$ cat config.mk
export PLATFORM = sky130hd
export DESIGN_NAME = radio_core_top
export DESIGN_NICKNAME = d
export VERILOG_FILES = /design/src/hw/radio_types_pkg.sv /design/src/hw/settings_map_pkg.sv /design/src/hw/time_ctrl_if.sv /design/src/hw/radio_core_top.sv /design/src/hw/dbsrx_clk_gen.sv /design/src/hw/time_keeper.sv /design/src/hw/pps_capture.sv /design/src/hw/radio_settings.sv
export SDC_FILE = /design/constraint.sdc
export NUM_CORES = 1
export LEC_CHECK = 0
export CORE_ASPECT_RATIO = 0.6
export CORE_MARGIN = 10
export CORE_UTILIZATION = 42
export CTS_BUF_LIST = sky130_fd_sc_hd__clkbuf_8
export DETAILED_ROUTE_END_ITERATION = 8
export DONT_BUFFER_PORTS = 1
export MAX_ROUTING_LAYER = met4
export PLACE_DENSITY = 0.62
export SYNTH_ARGS = -nofsm -noshare
export SYNTH_HDL_FRONTEND = slang
export SYNTH_SLANG_ARGS = --single-unit
$ cat constraint.sdc
create_clock -name dsp_clk -period 2.6 [get_ports dsp_clk]
set_input_delay 0.13 -clock dsp_clk [delete_from_list [all_inputs] [get_ports dsp_clk]]
set_output_delay 0.13 -clock dsp_clk [all_outputs]
set_load 0.01 [all_outputs]
$ cat src/hw/radio_types_pkg.sv
// Time, divider and LED types shared by the dsp_clk housekeeping blocks.
package radio_types_pkg;

   // Time of day
   typedef logic [31:0] secs_t;
   typedef logic [31:0] ticks_t;

   // Front panel LEDs
   typedef logic [7:0] led_t;

   // Hardware LED bit positions
   localparam int unsigned LED_LINK_BIT = 0;
   localparam int unsigned LED_CLK_BIT  = 1;

   // Receive daughterboard clock divider
   typedef logic [4:0] dbsrx_cnt_t;
   localparam int unsigned DBSRX_DIV = 25;

   // Clock edge used to sample the PPS input
   typedef enum logic {
      PPS_RISE = 1'b0,
      PPS_FALL = 1'b1
   } pps_edge_e;

endpackage

$ cat src/hw/settings_map_pkg.sv
// Settings bus address map and register field widths.
// Imported by the settings decoder and by anything that builds bus writes.
package settings_map_pkg;

   // Settings bus word types
   typedef logic [7:0]  set_addr_t;
   typedef logic [31:0] set_data_t;

   // Register addresses
   localparam set_addr_t SR_CLOCK     = 8'd0;
   localparam set_addr_t SR_SERDES    = 8'd1;
   localparam set_addr_t SR_ADC       = 8'd2;
   localparam set_addr_t SR_LED_SW    = 8'd3;
   localparam set_addr_t SR_PHY       = 8'd4;
   localparam set_addr_t SR_LED_SRC   = 8'd8;
   localparam set_addr_t SR_TIME_SECS = 8'd9;
   localparam set_addr_t SR_TIME_CTRL = 8'd10;

   // Field widths, low bits of the data word
   localparam int unsigned SR_CLOCK_W     = 5;
   localparam int unsigned SR_SERDES_W    = 4;
   localparam int unsigned SR_ADC_W       = 4;
   localparam int unsigned SR_PHY_W       = 1;
   localparam int unsigned SR_TIME_CTRL_W = 2;

   // SR_TIME_CTRL bits
   localparam int unsigned TC_EXP_BIT  = 0;
   localparam int unsigned TC_FALL_BIT = 1;

endpackage
$ cat src/hw/time_ctrl_if.sv
// Time control from the settings registers to the PPS capture and time keeper.
`timescale 1ns/1ps

interface time_ctrl_if;
   import radio_types_pkg::*;

   // Seconds value waiting for the next PPS
   secs_t     secs_pending;
   // One cycle after SR_TIME_SECS is written
   logic      load_stb;
   // PPS source and sampling edge
   logic      pps_src_exp;
   pps_edge_e pps_edge;

   modport settings (
      output secs_pending,
      output load_stb,
      output pps_src_exp,
      output pps_edge
   );

   modport capture (input pps_src_exp, input pps_edge);

   modport keeper (input secs_pending, input load_stb);

endinterface

$ cat src/hw/radio_core_top.sv
// dsp_clk housekeeping top level. Settings registers, LEDs, daughterboard
// clock enable and PPS time keeping, wired together.
`timescale 1ns/1ps

module radio_core_top (
   input  logic                        dsp_clk,
   input  logic                        dsp_rst,
   // Settings bus
   input  logic                        set_stb_i,
   input  settings_map_pkg::set_addr_t set_addr_i,
   input  settings_map_pkg::set_data_t set_data_i,
   // Status inputs
   input  logic                        clk_status_i,
   input  logic                        serdes_link_up_i,
   // PPS
   input  logic                        pps_in_i,
   input  logic                        exp_pps_in_i,
   // Clock generator
   output logic                        clock_ready_o,
   output logic [1:0]                  clk_en_o,
   output logic [1:0]                  clk_sel_o,
   // SERDES control
   output logic                        ser_enable_o,
   output logic                        ser_prbsen_o,
   output logic                        ser_loopen_o,
   output logic                        ser_rx_en_o,
   // ADC control
   output logic                        adc_oe_a_o,
   output logic                        adc_on_a_o,
   output logic                        adc_oe_b_o,
   output logic                        adc_on_b_o,
   output logic                        phy_reset_n_o,
   output radio_types_pkg::led_t       leds_o,
   // Daughterboard clock and time
   output logic                        dbsrx_clk_o,
   output logic                        pps_int_o,
   output radio_types_pkg::secs_t      time_secs_o,
   output radio_types_pkg::ticks_t     time_ticks_o
);

   logic pps_pulse;

   time_ctrl_if time_ctrl ();

   radio_settings radio_settings_inst (
      .dsp_clk          (dsp_clk),
      .dsp_rst          (dsp_rst),
      .set_stb_i        (set_stb_i),
      .set_addr_i       (set_addr_i),
      .set_data_i       (set_data_i),
      .clk_status_i     (clk_status_i),
      .serdes_link_up_i (serdes_link_up_i),
      .clock_ready_o    (clock_ready_o),
      .clk_en_o         (clk_en_o),
      .clk_sel_o        (clk_sel_o),
      .ser_enable_o     (ser_enable_o),
      .ser_prbsen_o     (ser_prbsen_o),
      .ser_loopen_o     (ser_loopen_o),
      .ser_rx_en_o      (ser_rx_en_o),
      .adc_oe_a_o       (adc_oe_a_o),
      .adc_on_a_o       (adc_on_a_o),
      .adc_oe_b_o       (adc_oe_b_o),
      .adc_on_b_o       (adc_on_b_o),
      .phy_reset_n_o    (phy_reset_n_o),
      .leds_o           (leds_o),
      .time_ctrl        (time_ctrl.settings)
   );

   pps_capture pps_capture_inst (
      .dsp_clk      (dsp_clk),
      .dsp_rst      (dsp_rst),
      .pps_in_i     (pps_in_i),
      .exp_pps_in_i (exp_pps_in_i),
      .time_ctrl    (time_ctrl.capture),
      .pps_pulse_o  (pps_pulse)
   );

   time_keeper time_keeper_inst (
      .dsp_clk      (dsp_clk),
      .dsp_rst      (dsp_rst),
      .pps_pulse_i  (pps_pulse),
      .time_ctrl    (time_ctrl.keeper),
      .time_secs_o  (time_secs_o),
      .time_ticks_o (time_ticks_o),
      .pps_int_o    (pps_int_o)
   );

   dbsrx_clk_gen dbsrx_clk_gen_inst (
      .dsp_clk     (dsp_clk),
      .dsp_rst     (dsp_rst),
      .dbsrx_clk_o (dbsrx_clk_o)
   );

endmodule

$ cat src/hw/dbsrx_clk_gen.sv
// Clock enable for the receive daughterboard with one dsp_clk pulse
// every DBSRX_DIV cycles.
`timescale 1ns/1ps

module dbsrx_clk_gen (
   input  logic dsp_clk,
   input  logic dsp_rst,
   output logic dbsrx_clk_o
);
   import radio_types_pkg::*;

   dbsrx_cnt_t cnt;
   logic       cnt_last;

   assign cnt_last = (cnt == dbsrx_cnt_t'(DBSRX_DIV - 1));

   always_ff @(posedge dsp_clk) begin
      if (dsp_rst) begin
         cnt         <= '0;
         dbsrx_clk_o <= 1'b0;
      end else begin
         cnt         <= cnt_last ? '0 : cnt + dbsrx_cnt_t'(1);
         dbsrx_clk_o <= cnt_last;
      end
   end

endmodule

$ cat src/hw/time_keeper.sv
// Seconds and ticks counter. A seconds value written over the settings bus
// is loaded at the next PPS; otherwise each PPS adds one second.
`timescale 1ns/1ps

module time_keeper (
   input  logic                    dsp_clk,
   input  logic                    dsp_rst,
   input  logic                    pps_pulse_i,
   time_ctrl_if.keeper             time_ctrl,
   output radio_types_pkg::secs_t  time_secs_o,
   output radio_types_pkg::ticks_t time_ticks_o,
   output logic                    pps_int_o
);
   import radio_types_pkg::*;

   logic   armed;
   logic   load_now;
   secs_t  secs_r;
   ticks_t ticks_r;

   // A load request in the PPS cycle itself already has its value
   assign load_now = armed | time_ctrl.load_stb;

   always_ff @(posedge dsp_clk) begin
      if (dsp_rst) begin
         armed     <= 1'b0;
         secs_r    <= '0;
         ticks_r   <= '0;
         pps_int_o <= 1'b0;
      end else begin
         pps_int_o <= pps_pulse_i;
         if (pps_pulse_i) begin
            ticks_r <= '0;
            if (load_now) begin
               secs_r <= time_ctrl.secs_pending;
               armed  <= 1'b0;
            end else begin
               secs_r <= secs_r + secs_t'(1);
            end
         end else begin
            ticks_r <= ticks_r + ticks_t'(1);
            if (time_ctrl.load_stb) begin
               armed <= 1'b1;
            end
         end
      end
   end

   assign time_secs_o  = secs_r;
   assign time_ticks_o = ticks_r;

endmodule

$ cat src/hw/pps_capture.sv
// PPS input capture. Samples the selected PPS source on either clock edge
// and gives one dsp_clk pulse per rising transition.
`timescale 1ns/1ps

module pps_capture (
   input  logic          dsp_clk,
   input  logic          dsp_rst,
   input  logic          pps_in_i,
   input  logic          exp_pps_in_i,
   time_ctrl_if.capture  time_ctrl,
   output logic          pps_pulse_o
);
   import radio_types_pkg::*;

   logic pps_sel;
   logic pps_pos;
   logic pps_neg;
   logic pps_pick;
   logic pps_pick_d1;

   // Main or expansion connector
   assign pps_sel = time_ctrl.pps_src_exp ? exp_pps_in_i : pps_in_i;

   // Falling edge sample, half a cycle earlier than the rising one
   always_ff @(negedge dsp_clk) begin
      if (dsp_rst) begin
         pps_neg <= 1'b0;
      end else begin
         pps_neg <= pps_sel;
      end
   end

   always_ff @(posedge dsp_clk) begin
      if (dsp_rst) begin
         pps_pos <= 1'b0;
      end else begin
         pps_pos <= pps_sel;
      end
   end

   assign pps_pick = (time_ctrl.pps_edge == PPS_FALL) ? pps_neg : pps_pos;

   // Back in the rising edge domain
   always_ff @(posedge dsp_clk) begin
      if (dsp_rst) begin
         pps_pick_d1 <= 1'b0;
      end else begin
         pps_pick_d1 <= pps_pick;
      end
   end

   // Low to high change of the picked sample
   assign pps_pulse_o = pps_pick & ~pps_pick_d1;

endmodule

$ cat src/hw/radio_settings.sv
// Settings bus register bank. Drives the clock generator, SERDES, ADC and PHY
// control lines, the LED mux and the time control interface.
`timescale 1ns/1ps

module radio_settings (
   input  logic                       dsp_clk,
   input  logic                       dsp_rst,
   input  logic                       set_stb_i,
   input  settings_map_pkg::set_addr_t set_addr_i,
   input  settings_map_pkg::set_data_t set_data_i,
   input  logic                       clk_status_i,
   input  logic                       serdes_link_up_i,
   output logic                       clock_ready_o,
   output logic [1:0]                 clk_en_o,
   output logic [1:0]                 clk_sel_o,
   output logic                       ser_enable_o,
   output logic                       ser_prbsen_o,
   output logic                       ser_loopen_o,
   output logic                       ser_rx_en_o,
   output logic                       adc_oe_a_o,
   output logic                       adc_on_a_o,
   output logic                       adc_oe_b_o,
   output logic                       adc_on_b_o,
   output logic                       phy_reset_n_o,
   output radio_types_pkg::led_t      leds_o,
   time_ctrl_if.settings              time_ctrl
);
   import settings_map_pkg::*;
   import radio_types_pkg::*;

   logic [SR_CLOCK_W-1:0]     clock_r;
   logic [SR_SERDES_W-1:0]    serdes_r;
   logic [SR_ADC_W-1:0]       adc_r;
   logic [SR_PHY_W-1:0]       phy_r;
   logic [SR_TIME_CTRL_W-1:0] time_ctrl_r;
   led_t                      led_sw_r;
   led_t                      led_src_r;
   led_t                      led_hw;
   secs_t                     secs_r;
   logic                      load_r;

   //////////////////////////////////////////////////////////////////////
   // Register writes
   //////////////////////////////////////////////////////////////////////

   always_ff @(posedge dsp_clk) begin
      if (dsp_rst) begin
         clock_r     <= '0;
         serdes_r    <= '0;
         adc_r       <= '0;
         phy_r       <= '0;
         time_ctrl_r <= '0;
         led_sw_r    <= '0;
         led_src_r   <= '0;
         secs_r      <= '0;
         load_r      <= 1'b0;
      end else begin
         load_r <= 1'b0;
         if (set_stb_i) begin
            case (set_addr_i)
               SR_CLOCK:     clock_r     <= set_data_i[SR_CLOCK_W-1:0];
               SR_SERDES:    serdes_r    <= set_data_i[SR_SERDES_W-1:0];
               SR_ADC:       adc_r       <= set_data_i[SR_ADC_W-1:0];
               SR_PHY:       phy_r       <= set_data_i[SR_PHY_W-1:0];
               SR_LED_SW:    led_sw_r    <= set_data_i[$bits(led_t)-1:0];
               SR_LED_SRC:   led_src_r   <= set_data_i[$bits(led_t)-1:0];
               SR_TIME_CTRL: time_ctrl_r <= set_data_i[SR_TIME_CTRL_W-1:0];
               SR_TIME_SECS: begin
                  secs_r <= set_data_i;
                  load_r <= 1'b1;
               end
               // Unmapped addresses belong to other blocks
               default: ;
            endcase
         end
      end
   end

   //////////////////////////////////////////////////////////////////////
   // Control lines
   //////////////////////////////////////////////////////////////////////

   assign {clock_ready_o, clk_en_o, clk_sel_o} = clock_r;
   assign {ser_enable_o, ser_prbsen_o, ser_loopen_o, ser_rx_en_o} = serdes_r;
   assign {adc_oe_a_o, adc_on_a_o, adc_oe_b_o, adc_on_b_o} = adc_r;

   // PHY reset pin is active low
   assign phy_reset_n_o = ~phy_r[0];

   // LED mux, 1 in led_src selects the hardware status bit
   always_comb begin
      led_hw               = '0;
      led_hw[LED_CLK_BIT]  = clk_status_i;
      led_hw[LED_LINK_BIT] = serdes_link_up_i;
   end

   assign leds_o = (led_src_r & led_hw) | (~led_src_r & led_sw_r);

   // Time control
   assign time_ctrl.secs_pending = secs_r;
   assign time_ctrl.load_stb     = load_r;
   assign time_ctrl.pps_src_exp  = time_ctrl_r[TC_EXP_BIT];
   assign time_ctrl.pps_edge     = time_ctrl_r[TC_FALL_BIT] ? PPS_FALL : PPS_RISE;

endmodule

# Word level (Yosys, flattened, before mapping)
# Index checks and enable logic that the tools add are counted.
dict set report classes {
  n_reduce_logical 14
  n_bitwise 9
  muxes 9
  eq_ne 9
  n_addsub 3
}
# cell count
set op_table {}
lappend op_table {{32-bit by 1-bit adder with 32-bit output (second input constant)} 2}
lappend op_table {{32-bit 2-to-1 mux} 1}
lappend op_table {{8-bit by 4-bit == test with 1-bit output (second input constant)} 3}
lappend op_table {{2-bit AND reduction} 9}
lappend op_table {{8-bit by 2-bit == test with 1-bit output (second input constant)} 2}
lappend op_table {{8-bit by 2-bit AND with 8-bit output} 1}
lappend op_table {{8-bit AND} 1}
lappend op_table {{8-bit by 1-bit == test with 1-bit output (second input constant)} 1}
lappend op_table {{8-bit by 3-bit == test with 1-bit output (second input constant)} 1}
lappend op_table {{8-bit zero test} 1}
lappend op_table {{1-bit 2-to-1 mux} 8}
lappend op_table {{8-bit inverter} 1}
lappend op_table {{8-bit OR} 1}
lappend op_table {{2-bit OR reduction} 3}
lappend op_table {{5-bit by 1-bit adder with 5-bit output (second input constant)} 1}
lappend op_table {{5-bit == test (second input constant)} 1}
lappend op_table {{1-bit inverter} 3}
lappend op_table {{2-bit != test (second input constant)} 1}
lappend op_table {{2-bit nonzero test} 1}
lappend op_table {{1-bit AND} 1}
lappend op_table {{1-bit OR} 1}
dict set report word_totals {
  word_cells 62
  inputBits 47
  ff_bits 140
  out_inout_bits 88
}

# Logic depth before layout (Yosys ltp)
# Gate-level depths: netlist of run 1.
dict set report depth {
  depth_word 5
  ltp_mapped 8
  depth_no_buf 6
}

# Cells and area by module
# Synthesis of run 1 repeated with hierarchy kept, for this count alone.
dict set report hier_totals {
  hier_cells 730
  area_unflattened_um2 6727.7
}
# module seq_area_each_um2 instances area_per_inst_um2 cells_per_inst
set modules_own_cells {}
lappend modules_own_cells {time_keeper 1321.3 1 3517.1 431}
lappend modules_own_cells {radio_settings 1301.2 1 2839.0 265}
lappend modules_own_cells {dbsrx_clk_gen 120.1 1 276.5 25}
lappend modules_own_cells {pps_capture 60.1 1 95.1 9}

==> results of run 1 <==
==> state kept, by name, indices dropped and copies added (netlist names), 2 cells and up <==
| register | flops |
|---|---|
| dbsrx_clk_gen_inst.cnt | 5 |
| radio_settings_inst.adc_r | 4 |
| radio_settings_inst.clock_r | 5 |
| radio_settings_inst.led_src_r | 8 |
| radio_settings_inst.led_sw_r | 8 |
| radio_settings_inst.serdes_r | 4 |
| radio_settings_inst.time_ctrl.secs_pending | 32 |
| radio_settings_inst.time_ctrl_r | 2 |
| time_keeper_inst.time_secs_o | 32 |
| time_keeper_inst.time_ticks_o | 32 |
==> report_power, final <==
part / total [W] / switching (W) / internal, W
registers: 0.00219 / 0.0000294 / 0.00216
clock network: 0.00183 / 0.000933 / 0.000901
logic: 0.000194 / 0.0000965 / 0.0000977
==> cells in the mapped netlist, types with 5 or more instances <==
cell type,n,area share [%]
and3_1,15,1.5
a21oi_1,93,7.5
nor4_1,8,0.80
o22ai_1,11,1.1
o31ai_1,5,0.60
clkbuf_1,36,2.2
nand4_1,23,2.3
dfxtp_1,140,45
nand3_1,59,4.7
nor3_1,17,1.4
xnor2_1,12,1.7
nor2b_1,9,0.90
o21ai_0,14,1.1
buf_2,5,0.40
inv_1,11,0.66
buf_4,5,0.60
nand2_1,153,9.2
and4_1,8,1.1
xor2_1,26,3.7
nor2_1,71,4.3
==> kinds of logic after synthesis <==
kind of cell	synth area share, %
buffers and inverters	4.20
xor gates and xnor gates	5.34
AOI/OAI and AO/OA	13.2
and+or+nand+nor	30.3
muxes	1.19
adders and majority gates	0.804
DFF	45.0
==> metal layers <==
layer  global-route usage, %  share of wire, %
met5                       -                 0
met4                    3.96              0.94
met2                    28.4                45
met1                    25.6                45
met3                    6.92               9.7
==> repair_timing <==
action / 4_1_cts / 5_1_grt
gates cloned: 1 / 4
gates resized for setup: 26 / 49
pin swaps: 12 / 16
hold endpoints to repair: 106 / 34
setup endpoints to repair: 32 / 64
setup buffers: 7 / 4
==> final cells by class <==
type                    count  area [um^2]
well taps                 198          248
clock inverters            15          164
fillers                  1290         6350
diodes                      2         5.00
multi-input cells         584         3420
repair buffers            117         1230
clock buffers              18          248
inverters                  10         37.5
flip-flops and latches    140         2800
==> per-stage QoR <==
step	hold slack, ns	setup slack [ns]	power [W]
finish	-0.195	-0.113	0.00422
global route	-0.245	-0.195	0.00435
CTS	-0.264	-0.0763	0.00420
detailed placement	0.221	-0.172	0.00236
global placement	0.219	-0.103	0.00236
floorplan	0.266	-0.0334	0.00235
==> worst max path at each step <==
stage	from	to	slack (ns)
after global routing	pps_capture_inst.pps_neg$_DFF_N_	time_keeper_inst.time_secs_o[8]$_SDFFE_PP0P_	-0.20
final	pps_capture_inst.pps_neg$_DFF_N_	time_keeper_inst.time_secs_o[26]$_SDFFE_PP0P_	-0.11
after detailed placement	pps_capture_inst.pps_neg$_DFF_N_	time_keeper_inst.time_secs_o[28]$_SDFFE_PP0P_	-0.17
after CTS	pps_capture_inst.pps_neg$_DFF_N_	time_keeper_inst.time_secs_o[27]$_SDFFE_PP0P_	-0.08
after floorplan	pps_capture_inst.pps_neg$_DFF_N_	time_keeper_inst.time_secs_o[16]$_SDFFE_PP0P_	-0.03
after global placement	pps_capture_inst.pps_neg$_DFF_N_	time_keeper_inst.time_secs_o[27]$_SDFFE_PP0P_	-0.10
==> metrics.md, run 1 <==
| Metric | Value |
|---|---|
| Clock buffer depth | `2` |
| Via count | `6092` |
| Worst-path clk slew | `0.08 ns` |
| DPL Wire Length | `13.2 mm` |
| FF+latch count, synth | `140` |
| Remaining DRCs | `0` |
| RePlAce Congestion | `0.821` |
| H-tree depth | `4` |
| Highest fanout seen on the critical path | `7` |
| Post-synthesis cell area | `6230 um^2` |
| Sequential area share after synthesis | `45.0%` |
| CP required | `2.97 ns` |
| Vias/cell | `5.62` |
| Final Setup Violations | `51` |
| Most common cell after layout, fill and taps aside | `nand2_1` |
| Reg-to-reg setup timing slack | `-0.11 ns` |
| Rel. slew slack | `52.2%` |
| First-pass GRT wire length | `30.9 mm` |
| Non-Filler Instances | `1084` |
| RSZ-0062 raised after global routing | `yes` |
| CP Launch Type | `flip-flop` |
| Worst-Margin Slew | `0.715 ns` |
| Ys async rst share | `0%` |
| Share of cells above drive strength 1 | `16.3%` |
| Hold EP | `time_keeper_inst.time_secs_o[28]$_SDFFE_PP0P_` |
| Number of max-cap violations | `0` |
| CTS Hold Bufs | `68` |
| Largest net degree at the start of global routing | `105` |
| Total track usage | `19.5%` |
| Final worst slack | `-0.113 ns` |
| Pwr Density | `517 nW/um^2` |
| TritonCTS buffer count | `17` |
| Crit path depth | `7` |
| Initial antenna violation count | `2` |
| Clock sinks | `140` |
| Num ports | `135` |
| Worst skew pair latency | `0.45 ns` |
| Most frequent cells in the layout | `nand2_1 (149), dfxtp_1 (139), a21oi_1 (80)` |
| Hold Crit Class | `input port to flip-flop` |
| Crit-path most repeated cell | `buf_6` |
| Status | `finished, violations left` |
| Worst hold margin | `-0.195 ns` |
| Die Wd | `177 um` |
| Gr ovfl total | `0` |
| DRT iter0 DRCs | `621` |
| Cell chain of the critical path | `mux2i_4 -> buf_6 -> nor2_4 -> buf_6 -> nand3b_1 -> mux2_4 -> o21ai_2` |
| DIE AREA | `20300 um^2` |
| Area grow syn2layout | `30.9%` |
| Finished Core Util | `56.2%` |
| Mapped Cells | `785` |
| Leakage | `3.02 nW` |
| Cells after DPL | `966` |
| Port bufs | `0` |
| Worst r2r src | `pps_capture_inst.pps_neg$_DFF_N_` |
| Setup TNS | `-2.11 ns` |
| WL/cell | `18.6 um` |
| Routed Antenna Nets | `0` |
| Synth Warn # | `0` |
| Core ar. | `14500 um^2` |
| Worst vdd ir | `0.280 mV` |
| Top FF cell, synth | `dfxtp_1` |
| Die Ht | `114 um` |
| Yosys cell types | `52` |
| Hold Crit Start | `dsp_rst` |
| Pins Over Slew Limit | `0` |
| CP max stage cell | `dfxtp_2` |
| Design area | `8150 um^2` |
| Failing checks | `hold timing, setup timing` |
| Number of global-route vias before repair | `5640` |
| Slowest stage delay, CP | `0.33 ns` |
| Syn Area/Cell | `7.93 um^2` |
| Reg2Reg Depth | `7` |
| Post-DP Area | `6550 um^2` |
| Worst Setup Path Type | `flip-flop to flip-flop` |
| Starting Density | `42.9%` |
| Endpoint class of the critical path | `flip-flop` |
| R2r endpoint | `time_keeper_inst.time_secs_o[26]$_SDFFE_PP0P_` |
| Root Buffer | `clkbuf_8` |
| CP top delay family | `multiplexers` |
| Nets@finish | `922` |
| DRT Pass-1 Iters | `5` |
| Critical path arrival | `3.09 ns` |
| CTS tree | `built` |
| EDFF count, synth | `0` |
| Final count of hold timing violations | `34` |
| Placement Rows | `34` |
| Worst Hold Depth | `1` |
| Post-Syn Nets | `836` |
| Crit path buffers/inverters | `2` |
| Worst Skew | `0.0202 ns` |
| Drt total wl | `20.2 mm` |
Power figures use the tool's default switching activity.
==> run 2: changes to the inputs <==
--- a/config.mk
+++ b/config.mk
@@ -13,6 +13,7 @@
 export DONT_BUFFER_PORTS = 1
 export MAX_ROUTING_LAYER = met4
 export PLACE_DENSITY = 0.62
+export SETUP_SLACK_MARGIN = 0.1
 export SYNTH_ARGS = -nofsm -noshare
 export SYNTH_HDL_FRONTEND = slang
 export SYNTH_SLANG_ARGS = --single-unit
==> run 2 against run 1 <==
Effect of this change: the run still ends with hold timing, setup timing left; cell area shrank 0.61%; register-to-register slack lost 0.03 ns; count of clock-buffer cells in the layout shrank 1.
==> metrics.md, run 2 (synthesis results as in run 1) <==
| Metric | Value |
|---|---|
| Status | `finished, violations left` |
| Failing checks | `hold timing, setup timing` |
| WL/cell | `18.9 um (+1.6%)` |
| CP required | `2.97 ns (about the same)` |
| First-pass GRT wire length | `30.5 mm (-1.0%)` |
| Post-DP Area | `6570 um^2 (+0.27%)` |
| Worst Skew | `0.0157 ns (-0.00447 ns)` |
| Design area | `8100 um^2 (-0.61%)` |
| CTS Hold Bufs | `68 (unchanged)` |
| Pins Over Slew Limit | `0 (unchanged)` |
| CP Launch Type | `flip-flop` |
| Critical path arrival | `3.11 ns (+0.02 ns)` |
| Routed Antenna Nets | `0 (unchanged)` |
| Cell chain of the critical path | `mux2i_4 -> buf_6 -> nor2_4 -> nand2_1 -> or4_4 -> o211ai_2` |
| Highest fanout seen on the critical path | `6 (-1)` |
| Share of cells above drive strength 1 | `15.9% (-0.41 points)` |
| Core ar. | `14500 um^2 (unchanged)` |
| Rel. slew slack | `49.2% (-3.0 points)` |
| Gr ovfl total | `0 (unchanged)` |
| Drt total wl | `20.6 mm (+1.8%)` |
| Die Ht | `114 um (unchanged)` |
| Leakage | `2.97 nW (-1.8%)` |
| Total track usage | `19.4% (-0.16 points)` |
| Remaining DRCs | `0 (unchanged)` |
| Clock sinks | `140 (unchanged)` |
| Worst-Margin Slew | `0.760 ns (+0.0450 ns)` |
| Num ports | `135 (unchanged)` |
| Worst vdd ir | `0.237 mV (-15%)` |
| DRT iter0 DRCs | `701 (+13%)` |
| Port bufs | `0 (unchanged)` |
| Number of max-cap violations | `0 (unchanged)` |
| Worst hold margin | `-0.205 ns (-0.00959 ns)` |
| Fillers | `1376 (+6.7%)` |
| Area grow syn2layout | `30.1%` |
| Root Buffer | `clkbuf_8` |
| Nets@finish | `926 (+0.43%)` |
| Vias/cell | `5.60 (-0.42%)` |
| Worst Setup Path Type | `flip-flop to flip-flop` |
| Slowest stage delay, CP | `0.43 ns (+0.10 ns)` |
| Via count | `6083 (-0.15%)` |
| Final worst slack | `-0.140 ns (-0.0269 ns)` |
| CTS tree | `built` |
| Clock buffer depth | `2 (unchanged)` |
| CP max stage cell | `or4_4` |
| Placement Rows | `34 (unchanged)` |
| Die Wd | `177 um (unchanged)` |
| Worst-path clk slew | `0.09 ns (about the same)` |
| Initial antenna violation count | `1 (-1)` |
| Final Setup Violations | `45 (-12%)` |
| H-tree depth | `4 (unchanged)` |
| Pwr Density | `513 nW/um^2 (-0.80%)` |
| Total power | `0.00416 W (-1.4%)` |
| Number of global-route vias before repair | `5576 (-1.1%)` |
| DRT Pass-1 Iters | `5 (unchanged)` |
| Starting Density | `42.9% (unchanged)` |
| Hold Crit Class | `input port to flip-flop` |
| Setup WS pre-CTS | `-0.105 ns (+0.0677 ns)` |
| RSZ-0062 raised after global routing | `yes` |
| DIE AREA | `20300 um^2 (unchanged)` |
| Final count of hold timing violations | `32 (-5.9%)` |
| Endpoint class of the critical path | `flip-flop` |
| DPL Wire Length | `13.7 mm (+3.8%)` |
| Largest net degree at the start of global routing | `105 (unchanged)` |
| RePlAce Congestion | `0.876 (+6.6%)` |
| Setup TNS | `-1.74 ns (+0.368 ns)` |
| Worst skew pair latency | `0.45 ns (about the same)` |
| TritonCTS buffer count | `17 (unchanged)` |
| Most frequent cells in the layout | `nand2_1 (153), dfxtp_1 (139), a21oi_1 (83)` |
| Most common cell after layout, fill and taps aside | `nand2_1` |
[run 2: cell types whose count changed in the layout (fill, tap and decap cells not counted), moves of 3 or more]
cell	previous run	this run
inv_8	1	6
inv_6	3	8
nand2_1	149	153
nor2_2	6	1
clkinv_4	6	0
buf_6	11	8
and3_4	0	4
o21ai_2	2	5
a21oi_1	80	83
nor2_1	61	65
buf_4	29	36
and3_1	15	11
[run 2: final cells by class]
class | instances | area (um^2) | area share (%)
multi-input cells | 585 | 3400 | 42.0
flip-flops and latches | 140 | 2800 | 34.6
repair buffers | 120 | 1220 | 15.0
well taps | 198 | 248 | 3.06
clock buffers | 17 | 234 | 2.89
clock inverters | 16 | 158 | 1.95
inverters | 10 | 37.5 | 0.463
diodes | 1 | 2.50 | 0.0309
[run 2: stage by stage]
| stage | util [%] | std cells |
|---|---|---|
| 5_1_grt | 55.9 | 1087 |
| 4_1_cts | 53.0 | 1070 |
| 6_report | 55.9 | 1087 |
| 3_5_place_dp | 45.3 | 966 |
| 2_1_floorplan | - | 785 |
| 3_3_place_gp | 45.3 | 966 |
[run 2: path summary, 6_finish.rpt]
kind	depth (start not counted)	to	from	slack, ns
min reg2reg	2	time_keeper_inst.time_secs_o[0]$_SDFFE_PP0P_	radio_settings_inst.time_ctrl.secs_pending[0]$_SDFFE_PP0P_	0.48
max	6	time_keeper_inst.time_secs_o[31]$_SDFFE_PP0P_	pps_capture_inst.pps_neg$_DFF_N_	-0.14
max reg2reg	6	time_keeper_inst.time_secs_o[31]$_SDFFE_PP0P_	pps_capture_inst.pps_neg$_DFF_N_	-0.14
min	1	time_keeper_inst.time_secs_o[0]$_SDFFE_PP0P_	dsp_rst	-0.21
[run 2: where the power goes]
part	total [W]	leakage, nW	internal (W)	switching (W)
combinational	0.000201	1.63	0.0000980	0.000103
sequential	0.00219	1.13	0.00216	0.0000271
clock	0.00177	0.207	0.000734	0.00104
[run 2: repair_timing]
| action | in CTS | in global routing |
|---|---|---|
| gates cloned | 1 | 6 |
| endpoints found under the setup margin | 63 | 66 |
| endpoints found under the hold margin | 106 | 34 |
| pin swaps | 0 | 25 |
| gates resized for setup | 9 | 52 |
| buffers inserted | 3 | 10 |
[run 2: critical path, delay by kind of cell (launching register included)]
kind / cells / cell delay, ns
buffers and inverters: 1 / 0.13
muxes: 1 / 0.08
DFF: 1 / 0.33
AOI/OAI and AO/OA: 1 / 0.08
and+or+nand+nor: 3 / 0.74
[run 2: layer usage]
layer / track usage [%] / vias to the layer above / part of all wire [%]
met5: - / - / 0
met4: 3.90 / 0 / 0.91
met3: 8.70 / 17 / 12
met2: 26.4 / 253 / 42
met1: 25.7 / 2901 / 45
li1: - / 2912 / -
